**config.mk**
```make
export PLATFORM = sky130hd
export DESIGN_NAME = write_retime_line
export DESIGN_NICKNAME = d
export VERILOG_FILES = /design/src/source/datapath_memory_pkg.sv /design/src/source/write_retime_line.sv
export VERILOG_INCLUDE_DIRS = /design/src /design/src/source
export SDC_FILE = /design/constraint.sdc
export NUM_CORES = 1
export LEC_CHECK = 0
export BUFFER_PORTS_ARGS = -buffer_cell sky130_fd_sc_hd__clkbuf_2
export CELL_PAD_IN_SITES_DETAIL_PLACEMENT = 0
export CELL_PAD_IN_SITES_GLOBAL_PLACEMENT = 1
export CORE_MARGIN = 4
export CORE_UTILIZATION = 34
export DETAILED_ROUTE_END_ITERATION = 8
export GPL_ROUTABILITY_DRIVEN = 0
export PLACE_DENSITY_LB_ADDON = 0.1
export SLEW_MARGIN = 25
export SYNTH_ARGS = -nofsm -noshare
export SYNTH_HDL_FRONTEND = slang
export SYNTH_SLANG_ARGS = --single-unit
```
**constraint.sdc**
```tcl
create_clock -name clock -period 0.8 [get_ports clock]
set_input_delay 0.08 -clock clock [delete_from_list [all_inputs] [get_ports clock]]
set_output_delay 0.08 -clock clock [all_outputs]
set_load 0.01 [all_outputs]
```
**src/source/datapath_memory_macros.svh**
```systemverilog
// ------------------------------------------------
// Sizes and address map of the datapath memories
// Bank write ranges must be power-of-two aligned,
// since the banks keep only the low address bits
// Address 0 is the zero register, keep I/O off it
// ------------------------------------------------

`ifndef DATAPATH_MEMORY_MACROS_SVH
`define DATAPATH_MEMORY_MACROS_SVH

// Word and address widths
`define DM_WORD_WIDTH           16
`define DM_READ_ADDR_WIDTH      10
`define DM_WRITE_ADDR_WIDTH     12
`define DM_MEM_ADDR_WIDTH       10

// Write ranges, one per bank
`define DM_WRITE_BASE_A         0
`define DM_WRITE_BOUND_A        1023
`define DM_WRITE_BASE_B         1024
`define DM_WRITE_BOUND_B        2047

// Memory-mapped I/O ports per bank
`define DM_IO_PORT_COUNT        4
`define DM_IO_PORT_ADDR_WIDTH   2

// Pipeline stages between write address and write data
`define DM_WRITE_RETIME_STAGES  2

`endif

```
**src/source/datapath_memory_pkg.sv**
```systemverilog
// ------------------------------------------------
// Types shared by the datapath memory stage
// Struct layouts set the bit order on every port
// ------------------------------------------------

`default_nettype none

`include "datapath_memory_macros.svh"

package datapath_memory_pkg;

    typedef logic [`DM_WORD_WIDTH-1:0] word_t;

    // Status of the instruction that owns a write
    typedef struct packed {
        logic ior;
        logic cancel;
    } instr_status_t;

    typedef struct packed {
        logic [`DM_READ_ADDR_WIDTH-1:0] addr;
        logic                           addr_is_io;
    } mem_read_req_t;

    typedef struct packed {
        logic [`DM_WRITE_ADDR_WIDTH-1:0] addr;
        logic                            addr_is_io;
    } mem_write_req_t;

    // Everything that travels down the write retime pipeline
    typedef struct packed {
        mem_write_req_t write_a;
        mem_write_req_t write_b;
        instr_status_t  status;
    } write_retime_t;

    typedef word_t [`DM_IO_PORT_COUNT-1:0] io_bus_t;
    typedef logic  [`DM_IO_PORT_COUNT-1:0] io_wren_t;

endpackage

`default_nettype wire

```
**src/source/write_retime_line.sv**
```systemverilog
// ------------------------------------------------
// Fixed delay for write requests and their status
// DEPTH of 0 passes the input straight through
// Reset empties every stage, status included
// ------------------------------------------------

`timescale 1ns/1ps
`default_nettype none

module write_retime_line
    import datapath_memory_pkg::*;
#(
    parameter int DEPTH = 2
)
(
    input  wire                clock,
    input  wire                reset,
    input  wire write_retime_t in,
    output write_retime_t      out
);

    generate
        if (DEPTH == 0) begin : g_pass
            assign out = in;
        end else begin : g_chain
            write_retime_t stage [DEPTH];

            // A cleared stage has ior low, so it never commits
            always_ff @(posedge clock) begin
                if (reset) begin
                    for (int i = 0; i < DEPTH; i++) begin
                        stage[i] <= '0;
                    end
                end else begin
                    stage[0] <= in;
                    for (int i = 1; i < DEPTH; i++) begin
                        stage[i] <= stage[i-1];
                    end
                end
            end

            assign out = stage[DEPTH-1];
        end
    endgenerate

endmodule

`default_nettype wire

```
==> key figures, run 1 <==
Floorplanning
  – Full die area: 6590 um^2
  – I/O pin cnt: between 50 and 60
  – Core Area: 5140 um^2
  – Die width: approximately 81 um
  – Die Height: 81.2 um
  – Starting Density: 0.354
  – Row cnt: 26

STA
  – Unrepaired setup endpoints after global routing: true
  – Layout Skew: approximately 0.0052 ns
  – Count of final setup violators: 26
  – Minimum period implied by the final worst setup slack: between 0.8 and 0.9 ns
  – Setup ws final: -0.0197 ns
  – Slew of the pin with the lowest slew margin: 0.166 ns
  – Fmax: about 1200 MHz
  – Final slew viol count: 0
  – Final Hold Fails: 0
  – Final period util: 1.02
  – Rel. slew slack: 0.890
  – Worst hold slack: approximately 0.0099 ns

Synth
  – Total number of yosys warnings: 0
  – Syn avg cell area: approximately 12 um^2
  – Main area contributors after synthesis: dfxtp_1 62%, nor2b_2 15%, buf_4 12%
  – Syn Std Cell Area: 1820 um^2
  – Post-synthesis instance total: around 150
  – Sequential-to-total area share from yosys stat: 0.616
  – Cell taking the most area after synthesis: dfxtp_1
  – FF+latch count, synth: 56
  – Synth cell types: 6
  – Syn_nets: between 150 and 200
  – Synth top area share: 0.616

Final layout
  – Layout Cells excl Fill: ~280
  – Layout cells sized above 1: 0.537
  – Antenna cell count: 0
  – Reg with most FFs: g_chain.stage
  – Final core utilization: 0.474
  – Cell area after layout: between 2000 and 2500 um^2
  – Area grow syn2layout: 34.0%
  – Fillers: a little over 500
  – Biggest regs: g_chain.stage (56)
  – Most common cell after layout, fill and taps aside: dfxtp_1
  – Most frequent cells in the layout: 44 x dfxtp_1, 31 x nor2b_2, 29 x clkbuf_2, 26 x dlygate4sd3_1, 25 x nor2b_1
  – Nets: ~230
  – Largest register FFs: 56

CTS
  – Total CTS buffers: 5
  – Clock Tree Root: clkbuf_8
  – H-tree depth: 2
  – Clock latency on the worst-skew pair: about 0.30 ns
  – Clk slew on worst S/H paths: roughly 0.090 ns
  – Clock Path Buffers: 2
  – Clock sinks: 56
  – CTS tree: yes

Worst setup path
  – Crit-path max cell delay: approximately 0.33 ns
  – Worst EP arrival: 0.74 ns
  – CP Buf/Inv Count: 1
  – Max Fanout on Critical Path: 1
  – Crit path max-delay cell type: dfxtp_2
  – Critical path capture point type: output port
  – Delay-heaviest family, CP: flip-flops
  – Startpoint types: flip-flop
  – WP data required: 0.72 ns
  – Critical path cell sequence: buf_6
  – Crit Path Class: reg2out

Drt
  – Vias per std cell: between 3 and 4
  – Drt wl/cell: 10.1 um
  – First-pass DRT Iterations: 4
  – Antenna Violating Nets Remaining: 0
  – Via Count: 1024
  – DRC: 0
  – Initial DRC count: 22
  – Total detailed-routing wirelength: between 2000 and 3000 um

Global routing
  – Initial antenna violation count: 0
  – First-pass GRT wire length: around 4400 um
  – Largest net degree at the start of global routing: 32
  – Vias in the first global route: 1018
  – Gr usage total: 0.0898
  – Grt ovf: 0

Power and ir drop
  – Internal power: 0.00432 W
  – Sw Ratio: 0.191
  – PwrDens: approximately 2200 nW/um^2
  – Maximum vdd drop: between 900 and 1000 uV
  – Net switching power: slightly above 0.001 W
  – Clock Power Share: 0.361
  – Leakage power: 1.08 nW
  – Comb pwr share: 0.087
  – Seq pwr share: 0.552

Outcome
  – Status: complete, but fails checks
  – Violated checks: negative setup slack

Placed design
  – I/O Buffers: 57
  – Dpl ws: between 0.15 and 0.2 ns
  – Post-DP Area: just under 2000 um^2
  – Inst Count DP: 241

Run
  – Max cap viols: 0

Worst hold path
  – Hold Path Class: in2reg
==> final cells by class <==
type,count,area [um^2],share of cell area
clock buffers,7,96.3,0.0395
clock inverters,1,30.0,0.0123
repair buffers,85,661,0.271
multi-input cells,56,428,0.175
well taps,70,87.6,0.0359
flip-flops and latches,56,1140,0.466
==> per-layer routing <==
metal  wire, um  global-route usage
met1       1120              0.0928
met2       1400               0.151
met3        214              0.0432
met4         43              0.0456
met5          0                   0
==> path summary, 6_finish.rpt <==
check,cells after the start,end,slack (ns),from
worst max-delay path,1,out[12],-0.02,g_chain.stage[0][40]
worst min-delay path,2,g_chain.stage[0][3],0.01,in[3]
worst max register to register,1,g_chain.stage[0][31],0.26,g_chain.stage[0][3]
worst min register to register,1,g_chain.stage[0][51],0.44,g_chain.stage[0][23]
==> synth_stat cells (all sizes together) <==
library cell   n
buf           34
nor2b         56
dfxtp         56
==> through the flow <==
stage | total power (W) | setup TNS (ns)
floorplan | 0.00328 | 0
global placement | 0.00334 | 0
detailed placement | 0.00335 | 0
CTS | 0.00542 | -1.13
global route | 0.00562 | -1.52
finish | 0.00534 | -0.249
==> what timing repair did <==
action                                  CTS  global route
buffers inserted                          0             0
gates resized for setup                   1            51
endpoints found under the setup margin   28            28
hold buffers                             26             0
endpoints found under the hold margin    26             0
==> cells by family after synthesis <==
logic type	after synthesis	synth area share
flops	56	0.616
simple gates	56	0.235
buf+inv	34	0.149
==> power groups by stage <==
stage	logic, W	clock network, W	registers [W]
final	0.000463	0.00193	0.00295
after global routing	0.000510	0.00214	0.00297
after CTS	0.000443	0.00203	0.00294
after detailed placement	0.000343	0	0.00301
after global placement	0.000332	0	0.00300
after floorplan	0.000281	0	0.00300
(Power assumes the default switching activity.)
==> inputs of run 2 (changes only) <==
--- a/config.mk
+++ b/config.mk
@@ -9,12 +9,13 @@
 export BUFFER_PORTS_ARGS = -buffer_cell sky130_fd_sc_hd__clkbuf_2
 export CELL_PAD_IN_SITES_DETAIL_PLACEMENT = 0
 export CELL_PAD_IN_SITES_GLOBAL_PLACEMENT = 1
+export CORE_ASPECT_RATIO = 0.5
 export CORE_MARGIN = 4
 export CORE_UTILIZATION = 34
 export DETAILED_ROUTE_END_ITERATION = 8
 export GPL_ROUTABILITY_DRIVEN = 0
 export PLACE_DENSITY_LB_ADDON = 0.1
-export SLEW_MARGIN = 25
+export SLEW_MARGIN = 5
 export SYNTH_ARGS = -nofsm -noshare
 export SYNTH_HDL_FRONTEND = slang
 export SYNTH_SLANG_ARGS = --single-unit
==> run 2 against run 1 <==
  * The flow still finishes with violations (negative setup slack)
  * First-iteration DRC count shrank 50%
  * Core utilization grew 0.82 points
  * Sequential share of layout area grew 0.23 points
  * Worst setup slack gained 0.0047 ns
  * Critical path depth is the same
  * Design area shrank 0.15%
  * Maximum frequency grew 0.57%
  * Clock skew grew 0.00097 ns
  * Global-route usage shrank 0.41 points
  * Critical endpoint is now out[6]
  * Power shrank 8.0%
  * Cell count grew 0.36%
==> key figures, run 2 (synthesized netlist as in run 1, its figures left out) <==
Global routing
  – Met2 Resource Use GR: 0.159
  – GR Util met3: 0.0425
  – Gr usage total: 0.0857
  – Grt ovf: 0
  – First-pass GRT wire length: about 4400 um
  – Vias in the first global route: a little over 1000
  – M1 GR Usage: 0.0863
  – Initial antenna violation count: 0
  – Largest net degree at the start of global routing: 35
  – Gr busiest metal: met2

STA
  – Unrepaired setup endpoints after global routing: true
  – Final slew viol count: 0
  – Setup TNS: -0.0992 ns
  – Rel. slew slack: 0.878
  – Worst hold slack: roughly 0.011 ns
  – Layout Skew: about 0.0062 ns
  – Slew of the pin with the lowest slew margin: between 0.15 and 0.2 ns
  – Fmax: 1230 MHz
  – Final Hold Fails: 0
  – Final period util: 1.02
  – Count of final setup violators: 17
  – Minimum period implied by the final worst setup slack: around 0.8 ns
  – Setup ws final: -0.0150 ns

Floorplanning
  – Starting Density: 0.361
  – I/O pin cnt: 58
  – Die width: 111 um
  – Die Height: between 50 and 60 um
  – Full die area: ~6700 um^2
  – Row cnt: 18
  – Core Area: between 5000 and 6000 um^2

Final layout
  – Largest register FFs: 56
  – Area grow syn2layout: 33.7%
  – Nets: about 240
  – Reg with most FFs: g_chain.stage
  – Biggest regs: g_chain.stage (56)
  – Antenna cell count: 0
  – Layout cells sized above 1: 0.539
  – Fillers: between 400 and 500
  – Most frequent cells in the layout: 41 x dfxtp_1, 31 x nor2b_2, 29 x clkbuf_2, 27 x dlygate4sd3_1, 25 x nor2b_1
  – Register area: approximately 1100 um^2
  – Layout Cells excl Fill: roughly 280
  – Most common cell after layout, fill and taps aside: dfxtp_1
  – Multi-input gate area: 428 um^2

Worst setup path
  – Delay-heaviest family, CP: flip-flops
  – Max Fanout on Critical Path: 1
  – Reg-to-Reg End: g_chain.stage[0][52]
  – R2R Setup Slk: 0.26 ns
  – R2r worst-path depth: 1
  – Crit Path Class: reg2out
  – Critical path capture point type: output port
  – Worst EP arrival: around 0.74 ns
  – Crit path max-delay cell type: dfxtp_2
  – Critical path cell sequence: buf_6
  – WP data required: slightly above 0.7 ns
  – Crit-path max cell delay: 0.33 ns
  – Crit Reg-Reg Startpoint: g_chain.stage[0][24]
  – CP Buf/Inv Count: 1
  – Startpoint types: flip-flop

Drt
  – DRC: 0
  – Drt wl/cell: 9.27 um
  – Initial DRC count: 11
  – Via Count: between 1000 and 1500
  – Antenna Violating Nets Remaining: 0
  – Vias per std cell: 3.66
  – Total detailed-routing wirelength: 2560 um
  – First-pass DRT Iterations: 4

Worst hold path
  – Worst Hold Launch: in[5]
  – Hold Path Class: in2reg
  – Hold Path Depth: 2
  – Hold worst-path end: g_chain.stage[0][5]

Run
  – Max cap viols: 0

Outcome
  – Violated checks: negative setup slack
  – Status: complete, but fails checks

Power and ir drop
  – Clock Power Share: 0.304
  – Comb pwr share: 0.095
  – Sw Ratio: 0.199
  – PwrDens: 2020 nW/um^2
  – Maximum vdd drop: between 700 and 800 uV
  – Net switching power: around 0.001 W
  – Seq pwr share: 0.601
  – Internal power: between 0.003 and 0.004 W
  – Leakage power: roughly 1.1 nW

CTS
  – Total CTS buffers: 5
  – Clk slew on worst S/H paths: approximately 0.090 ns
  – Clock Tree Root: clkbuf_8
  – Clock Path Buffers: 2
  – CTS tree: yes
  – Clock latency on the worst-skew pair: 0.29 ns
  – H-tree depth: 2
  – Setup bufs post-CTS: 0
  – Clock sinks: 56

Placed design
  – Inst Count DP: between 200 and 250
  – Dpl ws: roughly 0.15 ns
  – I/O Buffers: 57
==> run 2: changes by cell type in the layout (fill, tap and decap cells not counted), moves of 2 or more <==
cell / change
buf_2: -3
buf_6: +3
clkbuf_1: +2
dfxtp_1: -3
dfxtp_2: +3
==> run 2: cell type report <==
type                            instances  share of cell area
Clock buffer                            8              0.0370
Multi-Input combinational cell         56               0.176
Sequential cell                        56               0.468
Tap cell                               70              0.0360
Timing Repair Buffer                   86               0.283
==> run 2: worst max path at each step <==
stage,depth (start not counted),slack (ns),from,endpoint
6_report,1,-0.02,g_chain.stage[0][34],out[6]
5_1_grt,1,-0.06,g_chain.stage[0][53],out[25]
4_1_cts,1,-0.04,g_chain.stage[0][42],out[14]
3_5_place_dp,3,0.15,reset,g_chain.stage[0][7]
3_3_place_gp,3,0.16,reset,g_chain.stage[0][49]
2_1_floorplan,1,0.29,g_chain.stage[0][0],g_chain.stage[0][28]
==> run 2: stage by stage <==
step           total power [W]  area, um^2   util
2_1_floorplan          0.00328        1820      -
3_3_place_gp           0.00334        1960  0.389
3_5_place_dp           0.00335        1960  0.389
4_1_cts                0.00499        2330  0.462
5_1_grt                0.00521        2430  0.483
6_report               0.00492        2430  0.483
==> run 2: metal layers <==
layer	vias up	wire length (um)	share of wire
met4	0	29	0.011
met5	-	0	0
met3	5	217	0.085
met2	31	1250	0.49
li1	522	-	-
met1	452	1060	0.42
==> run 2: timing repair <==
action / CTS / global route
hold endpoints to repair: 27 / 0
endpoints found under the setup margin: 28 / 28
hold buffers: 27 / 0
pin swaps: 0 / 0
gates resized for setup: 7 / 51
==> run 2: power groups by stage <==
stage | Combinational, W | Sequential [W] | Clock (W)
after floorplan | 0.000281 | 0.00300 | 0
after CTS | 0.000443 | 0.00295 | 0.00160
after global routing | 0.000515 | 0.00297 | 0.00173
after global placement | 0.000335 | 0.00301 | 0
after detailed placement | 0.000339 | 0.00301 | 0
final | 0.000467 | 0.00295 | 0.00150
==> inputs of run 3 (changes only) <==
--- a/config.mk
+++ b/config.mk
@@ -10,11 +10,12 @@
 export CELL_PAD_IN_SITES_DETAIL_PLACEMENT = 0
 export CELL_PAD_IN_SITES_GLOBAL_PLACEMENT = 1
 export CORE_ASPECT_RATIO = 0.5
-export CORE_MARGIN = 4
+export CORE_MARGIN = 5
 export CORE_UTILIZATION = 34
 export DETAILED_ROUTE_END_ITERATION = 8
 export GPL_ROUTABILITY_DRIVEN = 0
 export PLACE_DENSITY_LB_ADDON = 0.1
+export SKIP_CTS_REPAIR_TIMING = 1
 export SLEW_MARGIN = 5
 export SYNTH_ARGS = -nofsm -noshare
 export SYNTH_HDL_FRONTEND = slang
==> run 3 against run 2 <==
  * The flow finishes with violations (negative hold slack, negative setup slack)
  * Power is 1.4% lower
  * Maximum frequency is 1.6% lower
  * Combinational power is 9.2% lower
  * Highest routed layer unchanged
==> key figures, run 3 (synthesized netlist as in run 1, its figures left out) <==
Final layout
  – Nets: ~230
  – Area grow syn2layout: 27.0%
  – Fillers: just over 500
  – Biggest regs: g_chain.stage (56)
  – Most common cell after layout, fill and taps aside: dfxtp_1
  – Most frequent cells in the layout: 46 x dfxtp_1, 31 x nor2b_2, 29 x clkbuf_2, 25 x nor2b_1
  – Antenna cell count: 0
  – Reg with most FFs: g_chain.stage
  – Final core utilization: 0.458
  – Layout cells sized above 1: 0.551
  – Largest register FFs: 56

Power and ir drop
  – Maximum vdd drop: slightly below 700 uV
  – Overall power: about 0.0048 W
  – PwrDens: about 2100 nW/um^2
  – Leakage power: between 1 and 1.5 nW

Floorplanning
  – I/O pin cnt: 58
  – Starting Density: 0.361
  – Full die area: about 7000 um^2
  – Die Height: around 62 um
  – Die width: 113 um
  – Core Area: between 5000 and 6000 um^2
  – Row cnt: 18

Drt
  – Antenna Violating Nets Remaining: 0
  – First-pass DRT Iterations: 2
  – DRC: 0
  – Drt wl/cell: between 9 and 10 um
  – Via Count: between 900 and 1000
  – Total detailed-routing wirelength: approximately 2500 um
  – Vias per std cell: ~3.6
  – Initial DRC count: 26

STA
  – Setup ws final: -0.0281 ns
  – Minimum period implied by the final worst setup slack: 0.828 ns
  – Layout Skew: about 0.009 ns
  – Worst hold slack: -0.0152 ns
  – Final slew viol count: 0
  – Setup TNS: -0.323 ns
  – Count of final setup violators: 23
  – Final Hold Fails: 9
  – Rel. slew slack: 0.896
  – Fmax: about 1200 MHz
  – Unrepaired setup endpoints after global routing: true
  – Final period util: 1.04
  – Slew of the pin with the lowest slew margin: 0.156 ns

CTS
  – H-tree depth: 2
  – Clock latency on the worst-skew pair: around 0.29 ns
  – Clock Path Buffers: 2
  – Total CTS buffers: 5
  – Clock sinks: between 50 and 60
  – CTS tree: yes
  – Clock Tree Root: clkbuf_8
  – Clk slew on worst S/H paths: ~0.1 ns

Worst hold path
  – Hold worst-path end: g_chain.stage[0][21]
  – Worst Hold Launch: in[21]
  – Hold Path Depth: 2
  – Hold Path Class: in2reg

Global routing
  – Largest net degree at the start of global routing: 24
  – Gr usage total: 0.0727
  – Vias in the first global route: roughly 900
  – Grt ovf: 0
  – Initial antenna violation count: 0
  – First-pass GRT wire length: between 3000 and 4000 um

Worst setup path
  – Reg-to-Reg End: g_chain.stage[0][45]
  – R2R Setup Slk: 0.26 ns
  – Worst EP arrival: around 0.75 ns
  – Crit path max-delay cell type: dfxtp_2
  – Crit Path Class: reg2out
  – Setup crit start: g_chain.stage[0][34]
  – Crit-path max cell delay: ~0.34 ns
  – Startpoint types: flip-flop
  – Critical path depth: 1
  – Delay-heaviest family, CP: flip-flops
  – R2r worst-path depth: 1
  – CP Buf/Inv Count: 1
  – WP data required: just over 0.7 ns
  – Critical path capture point type: output port
  – Critical path cell sequence: buf_6
  – Max Fanout on Critical Path: 1
  – Crit Reg-Reg Startpoint: g_chain.stage[0][17]

Outcome
  – Violated checks: negative hold slack, negative setup slack
  – Status: complete, but fails checks

Placed design
  – I/O Buffers: 57
  – HPWL Detailed: about 1700 um
  – Dpl ws: 0.137 ns

Run
  – Max cap viols: 0
## run 3: final cells by class
| class | instances | area, um^2 | area share |
|---|---|---|---|
| Clock inverter | 3 | 18.8 | 0.00812 |
| Timing Repair Buffer | 78 | 576 | 0.249 |
| Clock buffer | 5 | 68.8 | 0.0298 |
| Multi-Input combinational cell | 56 | 428 | 0.185 |
| Tap cell | 70 | 87.6 | 0.0379 |
| Sequential cell | 56 | 1130 | 0.490 |
## run 3: worst max path at each step
stage | to
final | out[6]
after global routing | out[6]
after CTS | out[6]
after detailed placement | g_chain.stage[0][4]
after global placement | g_chain.stage[0][3]
after floorplan | g_chain.stage[0][28]
## run 3: where the power goes
part	total (W)	switching [W]	internal [W]	leakage (nW)
clock	0.00147	0.000862	0.000612	0.0479
sequential	0.00295	0.0000273	0.00292	0.467
combinational	0.000424	0.000152	0.000272	0.518
## run 3: layer usage
| metal | track usage | share of wire | up-vias | wire [um] |
|---|---|---|---|---|
| met5 | 0 | 0 | - | 0 |
| met4 | 0.0308 | 0.0040 | 0 | 10 |
| met3 | 0.0484 | 0.11 | 2 | 264 |
| met2 | 0.117 | 0.46 | 31 | 1130 |
| met1 | 0.0772 | 0.43 | 412 | 1070 |
| li1 | - | - | 507 | - |
## run 3: metrics by stage
step / cell area (um^2) / hold WS, ns / std cells
CTS: 2060 / -0.0307 / 250
finish: 2310 / -0.0152 / 268
global route: 2310 / -0.00557 / 268
global placement: 1970 / 0.287 / 242
floorplan: 1820 / 0.208 / 146
detailed placement: 1970 / 0.295 / 242
